### config.mk
export PLATFORM = sky130hd
export DESIGN_NAME = tap_tapper
export DESIGN_NICKNAME = d
export VERILOG_FILES = /design/src/logic/tap_pkg.sv /design/src/logic/tap_tapper.sv /design/src/logic/pixel_painter.sv /design/src/logic/frame_sequencer.sv /design/src/logic/ball_column.sv /design/src/logic/frame_tick.sv
export SDC_FILE = /design/constraint.sdc
export NUM_CORES = 1
export LEC_CHECK = 0
export BUFFER_PORTS_ARGS = -buffer_cell sky130_fd_sc_hd__buf_2
export CORE_UTILIZATION = 25
export CTS_BUF_LIST = sky130_fd_sc_hd__clkbuf_8
export DETAILED_ROUTE_END_ITERATION = 8
export REMOVE_ABC_BUFFERS = 1
export SYNTH_ARGS = -nofsm -noshare
export SYNTH_HDL_FRONTEND = slang
export SYNTH_SLANG_ARGS = --single-unit
### constraint.sdc
create_clock -name clk -period 5.4 [get_ports clk]
set_input_delay 1.08 -clock clk [delete_from_list [all_inputs] [get_ports clk]]
set_output_delay 1.08 -clock clk [all_outputs]
set_load 0.01 [all_outputs]
### src/logic/tap_pkg.sv
package tap_pkg;

	typedef logic [7:0] coord_x_t; // screen column
	typedef logic [6:0] coord_y_t; // screen row
	typedef logic [2:0] colour_t; // {r, g, b}
	typedef logic [15:0] score_t;
	typedef logic [7:0] lives_t;
	typedef logic [1:0] col_idx_t;
	typedef logic [1:0] ball_idx_t;

	// what the painter is asked to draw
	typedef enum logic [2:0] {
		op_clear,
		op_ball,
		op_hitbox,
		op_end
	} draw_op_t;

	typedef enum logic [2:0] {
		st_wait, // idle until next refresh tick
		st_clear,
		st_ball,
		st_hitbox,
		st_end // game over, terminal
	} seq_state_t;

	localparam int screen_w = 160;
	localparam int screen_h = 120;

	localparam int num_columns = 3;
	localparam int balls_per_column = 4;

	localparam int ball_size = 4;
	localparam int hitbox_size = 6;
	localparam coord_y_t hitbox_top = 7'd100;

	// hit window, inclusive on both ends
	localparam coord_y_t hit_lo = 7'd97;
	localparam coord_y_t hit_hi = 7'd106;
	localparam coord_y_t ball_restart_y = 7'd5; // where a hit ball respawns
	localparam lives_t max_lives = 8'd45;

	localparam int refresh_period_default = 833333; // ~60 Hz off 50 MHz

	localparam colour_t colour_clear = 3'd7; // white
	localparam colour_t colour_end = 3'd4; // red
	localparam colour_t colour_hitbox_on = 3'd4;
	localparam colour_t colour_hitbox_off = 3'd0;

	localparam coord_x_t column_x [num_columns] = '{8'd56, 8'd71, 8'd86};

	// reset y of every ball, staggered per column
	localparam coord_y_t ball_origin [num_columns][balls_per_column] = '{
		'{7'd5, 7'd35, 7'd65, 7'd95},
		'{7'd0, 7'd30, 7'd60, 7'd90},
		'{7'd10, 7'd40, 7'd65, 7'd85}
	};

	localparam colour_t ball_colour [num_columns][balls_per_column] = '{
		'{3'd1, 3'd2, 3'd3, 3'd4},
		'{3'd1, 3'd4, 3'd3, 3'd2},
		'{3'd1, 3'd4, 3'd5, 3'd6}
	};

endpackage
### src/logic/tap_tapper.sv
module tap_tapper
	import tap_pkg::*;
#(
	parameter int refresh_period = refresh_period_default
) (
	input  logic clk,
	input  logic resetn,
	input  logic [num_columns-1:0] keys, // active low, bit c is column c
	output logic plot,
	output coord_x_t x,
	output coord_y_t y,
	output colour_t colour,
	output score_t score,
	output lives_t lives_left
);

	logic tick;
	logic start;
	logic done;
	draw_op_t op;
	col_idx_t col;
	ball_idx_t ball;
	coord_y_t [num_columns*balls_per_column-1:0] all_y; // column c at c*4
	score_t col_score [num_columns];
	lives_t col_lost [num_columns];
	lives_t total_lost;

	frame_tick #(
		.refresh_period(refresh_period)
	) tick_i (
		.clk(clk),
		.resetn(resetn),
		.tick(tick)
	);

	for (genvar c = 0; c < num_columns; c++) begin : g_col
		ball_column #(
			.col(c)
		) column_i (
			.clk(clk),
			.resetn(resetn),
			.tick(tick),
			.key(keys[c]),
			.ball_y(all_y[c*balls_per_column +: balls_per_column]),
			.score(col_score[c]),
			.lost(col_lost[c])
		);
	end

	assign score = col_score[0] + col_score[1] + col_score[2];
	assign total_lost = col_lost[0] + col_lost[1] + col_lost[2];
	// misses keep counting after game over, clamp at zero
	assign lives_left = (total_lost >= max_lives) ? '0 : max_lives - total_lost;

	frame_sequencer seq_i (
		.clk(clk),
		.resetn(resetn),
		.tick(tick),
		.done(done),
		.total_lost(total_lost),
		.start(start),
		.op(op),
		.col(col),
		.ball(ball)
	);

	pixel_painter painter_i (
		.clk(clk),
		.resetn(resetn),
		.start(start),
		.op(op),
		.col(col),
		.ball(ball),
		.ball_y(all_y),
		.keys(keys),
		.plot(plot),
		.x(x),
		.y(y),
		.colour(colour),
		.done(done)
	);

endmodule

### src/logic/pixel_painter.sv
module pixel_painter
	import tap_pkg::*;
(
	input  logic clk,
	input  logic resetn,
	input  logic start,
	input  draw_op_t op,
	input  col_idx_t col,
	input  ball_idx_t ball,
	input  coord_y_t [num_columns*balls_per_column-1:0] ball_y,
	input  logic [num_columns-1:0] keys, // active low, held level
	output logic plot,
	output coord_x_t x,
	output coord_y_t y,
	output colour_t colour,
	output logic done
);

	logic active; // raster counter running
	draw_op_t op_q;
	coord_x_t org_x; // top left of the shape
	coord_y_t org_y;
	colour_t colour_q;
	coord_x_t cx; // offset inside the shape
	coord_y_t cy;
	coord_x_t x_last;
	coord_y_t y_last;
	coord_x_t nx;
	coord_y_t ny;
	logic edge_row;
	logic last_px;
	logic end_running;
	logic [3:0] ball_sel; // flat index into ball_y

	assign ball_sel = 4'(int'(col) * balls_per_column + int'(ball));

	// end raster already loops by itself, a repeat start just rides along
	assign end_running = active && op_q == op_end && op == op_end;

	// shape extent and raster step
	always_comb begin
		case (op_q)
			op_ball: begin
				x_last = coord_x_t'(ball_size - 1);
				y_last = coord_y_t'(ball_size - 1);
			end
			op_hitbox: begin
				x_last = coord_x_t'(hitbox_size - 1);
				y_last = coord_y_t'(hitbox_size - 1);
			end
			default: begin // clear and end, full screen
				x_last = coord_x_t'(screen_w - 1);
				y_last = coord_y_t'(screen_h - 1);
			end
		endcase
		edge_row = (cy == '0) || (cy == y_last);
		last_px = (cx == x_last) && (cy == y_last);
		if (cx == x_last) begin
			nx = '0; // next row
			ny = cy + 1'b1;
		end else if (op_q == op_hitbox && !edge_row) begin
			nx = x_last; // hollow outline, jump to right side
			ny = cy;
		end else begin
			nx = cx + 1'b1;
			ny = cy;
		end
	end

	// op parameters latched at start, pixel data registers
	always_ff @(posedge clk) begin
		if (start && !end_running) begin
			op_q <= op;
			case (op)
				op_ball: begin
					org_x <= column_x[col];
					org_y <= ball_y[ball_sel]; // live position at start
					colour_q <= ball_colour[col][ball];
				end
				op_hitbox: begin
					org_x <= column_x[col] - 1'b1; // one px border around the ball
					org_y <= hitbox_top;
					colour_q <= keys[col] ? colour_hitbox_off : colour_hitbox_on;
				end
				op_end: begin
					org_x <= '0;
					org_y <= '0;
					colour_q <= colour_end;
				end
				default: begin
					org_x <= '0;
					org_y <= '0;
					colour_q <= colour_clear;
				end
			endcase
		end
		x <= org_x + cx;
		y <= org_y + cy;
		colour <= colour_q;
	end

	always_ff @(posedge clk or negedge resetn) begin
		if (!resetn) begin
			active <= 1'b0;
			cx <= '0;
			cy <= '0;
			plot <= 1'b0;
			done <= 1'b0;
		end else begin
			plot <= active; // one pixel per active cycle
			done <= active && last_px; // lines up with the last pixel
			if (start && !end_running) begin
				active <= 1'b1;
				cx <= '0;
				cy <= '0;
			end else if (active) begin
				if (last_px) begin
					cx <= '0;
					cy <= '0;
					active <= (op_q == op_end); // end screen wraps forever
				end else begin
					cx <= nx;
					cy <= ny;
				end
			end
		end
	end

endmodule

### src/logic/frame_sequencer.sv
module frame_sequencer
	import tap_pkg::*;
(
	input  logic clk,
	input  logic resetn,
	input  logic tick,
	input  logic done, // painter finished current op
	input  lives_t total_lost,
	output logic start,
	output draw_op_t op,
	output col_idx_t col,
	output ball_idx_t ball
);

	seq_state_t state;
	logic game_over;

	assign game_over = (total_lost >= max_lives);

	// each start goes out the cycle after the painter's done
	always_ff @(posedge clk or negedge resetn) begin
		if (!resetn) begin
			state <= st_wait;
			start <= 1'b0;
			op <= op_clear;
			col <= '0;
			ball <= '0;
		end else begin
			start <= 1'b0; // single cycle strobe
			if (game_over && state != st_end) begin
				state <= st_end; // from anywhere, aborts the frame
				op <= op_end;
				start <= 1'b1;
			end else begin
				case (state)
					st_wait: begin
						if (tick) begin // ticks mid frame are ignored here
							state <= st_clear;
							op <= op_clear;
							col <= '0;
							ball <= '0;
							start <= 1'b1;
						end
					end
					st_clear: begin
						if (done) begin
							state <= st_ball;
							op <= op_ball;
							start <= 1'b1;
						end
					end
					st_ball: begin
						if (done) begin
							start <= 1'b1;
							if (ball == ball_idx_t'(balls_per_column - 1)) begin
								state <= st_hitbox; // column done, outline next
								op <= op_hitbox;
							end else begin
								ball <= ball + 1'b1;
							end
						end
					end
					st_hitbox: begin
						if (done) begin
							if (col == col_idx_t'(num_columns - 1)) begin
								state <= st_wait; // frame complete
							end else begin
								col <= col + 1'b1;
								ball <= '0;
								state <= st_ball;
								op <= op_ball;
								start <= 1'b1;
							end
						end
					end
					st_end: begin
						if (done)
							start <= 1'b1; // keep the red screen going
					end
					default: state <= st_wait;
				endcase
			end
		end
	end

endmodule

### src/logic/ball_column.sv
module ball_column
	import tap_pkg::*;
#(
	parameter int col = 0 // picks the origin row of the table
) (
	input  logic clk,
	input  logic resetn,
	input  logic tick,
	input  logic key, // active low
	output coord_y_t [balls_per_column-1:0] ball_y,
	output score_t score,
	output lives_t lost
);

	logic key_s1;
	logic key_s2; // synchronized level
	logic key_d; // previous synchronized level
	logic press;
	logic hit_any;
	ball_idx_t hit_idx;

	// two flop sync then falling edge detect
	always_ff @(posedge clk or negedge resetn) begin
		if (!resetn) begin
			key_s1 <= 1'b1; // idle high
			key_s2 <= 1'b1;
			key_d <= 1'b1;
		end else begin
			key_s1 <= key;
			key_s2 <= key_s1;
			key_d <= key_s2;
		end
	end

	assign press = key_d & ~key_s2; // high for one cycle per press

	// lowest index ball inside the hit window wins
	always_comb begin
		hit_any = 1'b0;
		hit_idx = '0;
		for (int b = balls_per_column - 1; b >= 0; b--) begin
			if (ball_y[b] >= hit_lo && ball_y[b] <= hit_hi) begin
				hit_any = 1'b1;
				hit_idx = ball_idx_t'(b);
			end
		end
	end

	// fall counters
	always_ff @(posedge clk or negedge resetn) begin
		if (!resetn) begin
			for (int b = 0; b < balls_per_column; b++) begin
				ball_y[b] <= ball_origin[col][b];
			end
		end else begin
			for (int b = 0; b < balls_per_column; b++) begin
				if (press && hit_any && hit_idx == ball_idx_t'(b)) begin
					ball_y[b] <= ball_restart_y; // hit beats the tick
				end else if (tick) begin
					if (ball_y[b] == coord_y_t'(screen_h - 1))
						ball_y[b] <= '0; // wrap to top
					else
						ball_y[b] <= ball_y[b] + 1'b1;
				end
			end
		end
	end

	// score on hit, lost life on a miss
	always_ff @(posedge clk or negedge resetn) begin
		if (!resetn) begin
			score <= '0;
			lost <= '0;
		end else if (press) begin
			if (hit_any)
				score <= score + 1'b1;
			else
				lost <= lost + 1'b1;
		end
	end

endmodule

### src/logic/frame_tick.sv
module frame_tick
	import tap_pkg::*;
#(
	parameter int refresh_period = refresh_period_default
) (
	input  logic clk,
	input  logic resetn,
	output logic tick
);

	logic [$clog2(refresh_period+1)-1:0] count; // cycles left in this period

	always_ff @(posedge clk or negedge resetn) begin
		if (!resetn) begin
			count <= $bits(count)'(refresh_period - 1);
		end else if (count == '0) begin
			count <= $bits(count)'(refresh_period - 1); // reload
		end else begin
			count <= count - 1'b1;
		end
	end

	// one cycle high per period, motion clock of the game
	assign tick = (count == '0);

endmodule

# Word level (Yosys, flattened, before mapping)
# Index checks and enable logic that the tools add are counted.
# word_totals
reg_bits,253
latchBits,0
ramBits,0
mem_bits_ro,0
input_bits,5
out_inout_bits,43
wordCells,362
memories,0
# op_classes
addsub,32
mul,0
div_mod_pow,0
n_lt_le_gt_ge,29
n_eq_ne,48
shifts,0
mux,124
bitwise_logic,12
reduce_logical,72
# ops
op,count
$mux 7,41
$add 7x1->7 const B,13
$eq 7x7->1 const B,12
$ge 7x7->1 const B,12
$le 7x7->1 const B,12
$mux 8,8
$add 16x1->16 const B,3
$mux 3,16
$mux 2,20
$logic_and 1x1->1,34
$add 16x16->16,2
$add 8x1->8 const B,4
$pmux 8 s2,2
$bmux 7 s4,1
$pmux 7 s2,2
$reduce_bool 2->1,14
$add 8x8->8,3
$bmux 12 s2,1
$mux 12,2
$mux 1,21
$logic_not 20->1,1
$mux 20,1
$sub 20x1->20 const B,1
$eq 3x2->1 const B,6
44 further kinds,85

# Logic depth before layout (Yosys ltp)
# Gate-level depths: netlist of run 1.
# logic_depth
ltp_word,11
depth_mapped,12
ltp_nobuf,12

# Cells and area by module
# A second synthesis of run 1 with hierarchy kept.
# unflattened
cells_unflattened,1581
area_unflattened_um2,15584.9
# by_module_without_submodules
module,n_inst,cells_per_inst,area_per_inst_um2,seq_area_each_um2
pixel_painter,1,351,3656.0,1441.4
ball_column at g_col[0].column_i,1,295,2900.3,1396.3
ball_column at g_col[1].column_i,1,295,2899.0,1395.1
ball_column at g_col[2].column_i,1,295,2896.5,1392.6
tap_tapper,1,170,1525.2,0.0
frame_tick,1,101,1028.5,514.2
frame_sequencer,1,74,679.4,250.2

# Worst setup path after synthesis of run 1
# No wires, ideal clock.
# synth_timing
kind,reg-to-output
start,register g_col[2].column_i.lost[1]
end,output port lives_left[7]
arrival_time_ns,3.223
required_ns,4.320
path_slack_ns,1.097
path_stages_with_launch,11
path_buffers,1
path_cell_list,dfrtp_1 fa_1 ha_1 fa_1 a211oi_1 o21bai_1 a21o_1 a2111oi_2 nand2_1 clkbuf_1 nor3b_1
# synth_via
elab_chain_cells,3
word_cells_on_any_way,4
cone_classes,add/sub: 2; order compare: 1; mux: 1
# synth_rtl
element,line,source
"start, declared",ball_column.sv:12,output lives_t lost
"start signal, assigned",ball_column.sv:78,lost <= lost + 1'b1;
$add 8x8->8 *,tap_tapper.sv:51,assign total_lost = col_lost[0] + col_lost[1] + col_lost[2];
$sub 6x8->8 / $ge 8x6->1 (equally long branches),tap_tapper.sv:53,assign lives_left = (total_lost >= max_lives) ? '0 : max_lives - total_lost;
$mux 8 *,tap_tapper.sv:53,
"end, declared",tap_tapper.sv:14,output lives_t lives_left
# Mark *: on every way between the ends. The rest lies on a longest branch, timed or not.

# Worst setup path after layout of run 1
# Ends and elaborated chain as after synthesis.

==> results of run 1 <==
[registers in the layout, summed over array words and instances (netlist names), 3 cells and up]
register,flops
painter_i.org_x,8
painter_i.colour,3
g_col.column_i.key_s2,3
tick_i.count,20
g_col.column_i.score,48
g_col.column_i.key_s1,3
painter_i.y,7
painter_i.x,8
g_col.column_i.ball_y,84
painter_i.cx,8
painter_i.colour_q,3
g_col.column_i.key_d,3
painter_i.org_y,7
seq_i.state,3
painter_i.cy,7
g_col.column_i.lost,24
[cell usage after synthesis (8+ instances only)]
cell      number  share of area (%)
nor4_1        19               0.76
nand4_1       41                1.7
inv_1         94                2.3
o22ai_1       15               0.60
edfxtp_1      20                3.9
and3_1        30                1.2
and4_1        10               0.56
o21bai_1       8               0.39
dfstp_2       55                9.3
xnor2_1       83                4.7
nand2b_1      14               0.56
nor2_1       116                2.8
nor3_1        54                1.7
or4_1         11               0.53
xor2_1        66                3.7
a211oi_1      14               0.68
dfxtp_1       18                2.3
nand2_1      110                2.7
nor2b_1       25                1.0
mux2i_1       23                1.5
or3_1         14               0.56
a21oi_1       58                1.9
ha_1          96                7.7
nand3_1       71                2.3
a21o_1        14               0.68
buf_2         12               0.39
mux4_2        21                3.0
o21ai_0       62                2.0
nor3b_1        8               0.39
clkbuf_1      35               0.85
fa_1          26                3.3
dfrtp_1      158                 25
and2_1        14               0.56
[cells in the final DEF, fill, tap and decap left out, types with 20 or more instances in the layout]
cell type	n
dfrtp_1	158
dfstp_2	55
and3_1	30
ha_1	96
edfxtp_1	20
nand4_1	41
fa_1	26
a21oi_1	58
nand3_1	71
mux4_2	21
clkbuf_8	52
nand2_1	109
o21ai_0	62
nor3_1	54
buf_2	45
inv_1	109
mux2i_1	23
nor2_1	116
nor2b_1	25
xnor2_1	83
xor2_1	66
[per-layer routing]
metal | global-route usage [%] | wire length (um)
met1 | 14.9 | 16400
met2 | 18.2 | 16300
met3 | 2.25 | 1720
met4 | 3.29 | 745
met5 | 0 | 0
[cells by family (layout without fill, tap and decap cells)]
logic type	after synthesis	after routing	synth area share, %
flip-flops	251	251	40.9
buffers and inverters	151	234	3.89
XOR/XNOR	149	149	8.40
AO/OA/AOI/OAI	261	261	11.3
AND/OR/NAND/NOR	571	571	19.3
multiplexers	52	52	5.10
other	1	1	0.0241
adder cells (fa/ha/maj)	122	122	11.1
[power by group through the flow]
stage	clock, uW	sequential (uW)	combinational (uW)
after floorplan	0	2360	1630
after global placement	0	2370	2380
after detailed placement	0	2380	2400
after CTS	1740	2350	2430
after global routing	1830	2380	2720
final	1670	2340	2410
[worst max-delay path: cells and delay by family (launching register included)]
kind | cells | cell delay, ns
and+or+nand+nor | 3 | 0.61
adders and majority gates | 4 | 1.48
buffers and inverters | 1 | 0.17
AOI/OAI and AO/OA | 3 | 0.75
DFF | 1 | 0.44
[path summary, 6_finish.rpt]
check | endpoint | slack, ns | depth (start not counted)
setup / recovery | lives_left[7] | 0.32 | 11
hold / removal | g_col[0].column_i.key_s2 | 0.35 | 0
setup reg to reg | seq_i.ball[1] | 1.88 | 10
hold reg to reg | g_col[0].column_i.key_s2 | 0.35 | 0
max in group asynchronous | g_col[2].column_i.score[9] | 3.68 | 2
min in group asynchronous | tick_i.count[16] | 0.58 | 1
[stage by stage]
step	hold slack, ns	util (%)	total power [uW]
after floorplan	0.323	-	3990
after global placement	0.346	27.1	4740
after detailed placement	0.347	27.1	4780
after CTS	0.355	28.4	6520
after global routing	0.357	28.4	6920
final	0.355	28.4	6430
[final cells by class]
cell class | count | area [sq um] | area share (%)
multi-input cells | 1156 | 8610 | 49.1
flip-flops and latches | 251 | 6360 | 36.3
well taps | 837 | 1050 | 5.98
clock buffers | 51 | 702 | 4.01
inverters | 95 | 357 | 2.04
repair buffers | 56 | 314 | 1.79
clock inverters | 32 | 136 | 0.778
==> impl_metrics.tcl, run 1 <==
set metrics [dict create \
    post-place-ws_ns 0.630 \
    setup_viol 0 \
    finalCritPeriodShare_pct 94.2 \
    synth_edf_count 20 \
    synth-async-reset-ratio_pct 84.9 \
    setup_tns_ns 0 \
    drc 0 \
    hold_viol 0 \
    ys.flop_type "dfrtp_1" \
    h-tree-depth 2 \
    dp_hpwl_um 25400 \
    cts_hold_buf 0 \
    fp.coreArea_sq_um 61600 \
    synth.distinct_cells 90 \
    crit-reg2reg-launch "g_col[2].column_i.lost[1]" \
    cts_root_buffer "clkbuf_8" \
    clock_latency_ns 0.57 \
    final_area_sq_um 17500 \
    post-route-min-period_ns 5.08 \
    initial_core_util_pct 25.2 \
    crit_chain "fa_1, ha_1, fa_1, ha_1, a22o_1, nand2_1, o21ai_0, a2bb2oi_1, nand2_2, nor3b_1, buf_2" \
    postSynthCellCount 1558 \
    rsz0062_at_grt "no" \
    skew_ns 0.0116 \
    die_h_um 251 \
    drive_gt1_share_pct 14.1 \
    detailed_place.area_sq_um 16700 \
    end_kind "output port" \
    pwr-share-seq_pct 36.5 \
    syn_area_sq_um 15500 \
    ys_seq_area_share_pct 40.9 \
    critical_path_class "flip-flop to output port" \
    worst_slew_pin_slew_ns 1.08 \
    port_buffers 46 \
    relSlewSlack_pct 27.1 \
    status "completed" \
    cts_resized 1 \
    cp-startpoint "g_col[2].column_i.lost[1]" \
    cts_max_path_buffers 3 \
    final_cell_count_no_fill 2478 \
    nets 1732 \
    path_max_fanout 11 \
    track_usage_pct 11.2 \
    intPower_uw 4010 \
    arrival_ns 4.00 \
    area_growth_pct 12.7 \
    final.fill_count 6420 \
    power.leakage_uw 0.00762 \
    dr.pass1.iters 5 \
    path_clk_slew_ns 0.05 \
    fp.dieW_um 251 \
    grt_pass1_wl_um 58800 \
    ys_warn_count 0 \
    rows 91 \
    wl_per_cell_um 14.2 \
    cp_slowest_cell "fa_1" \
    routed_wl_um 35200 \
    vias 11800 \
    grt_pass1_vias 11500 \
    vias_per_cell 4.76 \
    cp-start-kind "flip-flop" \
    grt-ovfl-total 0 \
    critical-path-max-stage-delay_ns 0.51 \
    peakVddDrop_uv 358 \
    hp-start "g_col[0].column_i.key_s1" \
    syn_avg_cell_area_sq_um 9.98 \
    cts_buffers 45 \
    grt_max_degree 104 \
    power.switching_uw 2420 \
    pwr-share-comb_pct 37.5 \
    dp.cells 2395 \
    diodes 0 \
    worstPathRequired_ns 4.32 \
    drv_slew 0 \
    io_pins 48 \
    holdCritPathClass "flip-flop to flip-flop" \
    antenna_found_initial 0 \
    p_per_area_nw_per_um2 367 \
    drtAntennaViolNets 0 \
    die_area_sq_um 63200 \
    cap_violations 0 \
    drt-initial-drc-count 772 \
    fmax_mhz 197 \
    clkSinkCount 251 \
    postCtsSetupBuffers 0 \
    synth_seq_cells 251 \
    gp_congestion 0.852 \
    postLayoutSetupSlackWorst_ns 0.316 \
    switching_share_pct 37.6 \
    cts_tree "done" \
    power_frac_clock_pct 26.0 \
]
Power figures use the tool's default switching activity.
==> run 2: changes to the inputs <==
PLACE_DENSITY = 0.37   (was not set)
==> impl_metrics.tcl, run 2 (synthesis gave the netlist of run 1 again) <==
set metrics [dict create \
    end_kind "output port" \
    skew_ns 0.0252 \
    fp.coreArea_sq_um 61600 \
    switching_share_pct 37.0 \
    grt-ovfl-total 0 \
    relSlewSlack_pct 20.8 \
    cp-start-kind "flip-flop" \
    peakVddDrop_uv 430 \
    cap_violations 0 \
    power_uw 6760 \
    top_register "g_col.column_i.ball_y" \
    routed_wl_um 40000 \
    drc 0 \
    drv_slew 0 \
    worst_slew_pin_slew_ns 1.17 \
    power.switching_uw 2500 \
    setup_tns_ns 0 \
    critical_path_class "flip-flop to output port" \
    final.fill_count 6413 \
    detailed_place.area_sq_um 16700 \
    pwr-share-seq_pct 34.8 \
    path_max_fanout 11 \
    grt_max_degree 106 \
    nets 1739 \
    die_h_um 251 \
    finalCritPeriodShare_pct 92.1 \
    crit-reg2reg-launch "g_col[2].column_i.lost[1]" \
    fmax_mhz 201 \
    track_usage_pct 13.1 \
    h-tree-depth 2 \
    intPower_uw 4260 \
    rows 91 \
    clkSinkCount 251 \
    power.leakage_uw 0.00777 \
    setup_viol 0 \
    wl_per_cell_um 16.1 \
    dp_hpwl_um 28500 \
    final_area_sq_um 17800 \
    dr.pass1.iters 5 \
    drt-initial-drc-count 576 \
    drtAntennaViolNets 0 \
    pwr-share-comb_pct 35.7 \
    regArea_sq_um 6360 \
    cts_root_buffer "clkbuf_8" \
    cp-startpoint "g_col[2].column_i.lost[1]" \
    holdCritPathClass "flip-flop to flip-flop" \
    antenna_found_initial 1 \
    layout_commonest_cell "dfrtp_1" \
    layout_common_cells "dfrtp_1 (158), inv_1 (116), nor2_1 (116)" \
    status "completed" \
    area_growth_pct 14.3 \
    vias_per_cell 4.63 \
    grt_pass1_wl_um 66200 \
    post-route-min-period_ns 4.97 \
    io_pins 48 \
    vias 11500 \
    arrival_ns 3.89 \
    clock_latency_ns 0.64 \
    initial_core_util_pct 25.2 \
    die_area_sq_um 63200 \
    rsz0062_at_grt "no" \
    multi_input_area_sq_um 8620 \
    p_per_area_nw_per_um2 380 \
    gp_congestion 0.762 \
    fp.dieW_um 251 \
    reg_top3 "g_col.column_i.ball_y (84), g_col.column_i.score (48), g_col.column_i.lost (24)" \
    grt_pass1_vias 11700 \
    power_frac_clock_pct 29.5 \
    hold_viol 0 \
    port_buffers 46 \
    largest_reg_flops 84 \
    final_core_util_pct 28.8 \
    worstPathRequired_ns 4.32 \
    cts_max_path_buffers 3 \
    path_clk_slew_ns 0.06 \
    hp-start "painter_i.colour_q[1]" \
    cts_tree "done" \
    cts_buffers 49 \
    timing.hold.ws_ns 0.347 \
    drive_gt1_share_pct 14.8 \
]
==> run 2: final cells by class <==
type	instances	share of cell area, %
inverters	95	2.01
multi-input cells	1156	48.5
repair buffers	59	1.97
well taps	837	5.90
diodes	1	0.0141
clock inverters	28	0.895
flip-flops and latches	251	35.8
clock buffers	63	4.88
==> run 2: power groups by stage <==
stage          combinational, uW  sequential [uW]  clock (uW)
2_1_floorplan               1630             2360           0
3_3_place_gp                2420             2390           0
3_5_place_dp                2410             2390           0
4_1_cts                     2440             2360        2100
5_1_grt                     2770             2390        2170
6_report                    2410             2350        1990
==> run 2: path summary, 6_finish.rpt <==
check / to / slack (ns) / depth (start not counted)
max: lives_left[7] / 0.43 / 10
min: painter_i.colour[1] / 0.35 / 0
min reg2reg: painter_i.colour[1] / 0.35 / 0
min in group asynchronous: g_col[0].column_i.ball_y[17] / 0.52 / 1
max reg2reg: seq_i.ball[0] / 1.89 / 10
max in group asynchronous: g_col[1].column_i.ball_y[9] / 3.80 / 2
==> run 2: metrics by stage <==
step                setup slack [ns]  cells
global route                   0.102   2490
CTS                           0.0864   2488
floorplan                       1.09   1502
global placement               0.765   2397
detailed placement             0.704   2397
finish                         0.429   2490
==> run 2: what timing repair did <==
action,4_1_cts,5_1_grt
pin swaps,0,1
hold buffers,0,0
endpoints found under the setup margin,1,7
hold endpoints to repair,0,0
gates resized for setup,1,2
buffers inserted,0,1
gates cloned,0,0
==> run 2: per-layer routing <==
metal / GRT usage [%] / part of all wire, %
met1: 18.3 / 49
met2: 20.5 / 45
met3: 2.36 / 3.2
met4: 3.69 / 2.0
met5: 0 / 0
==> run 2: worst max-delay path, cell delays in order, from the launching register on <==
cell and delay [ns]:
dfrtp_1 0.44, fa_1 0.50, ha_1 0.24, fa_1 0.43
a211oi_1 0.27, o21bai_1 0.11, a21o_1 0.23, a2111oi_4 0.42
nand2_2 0.23, nor3b_1 0.23, buf_2 0.16
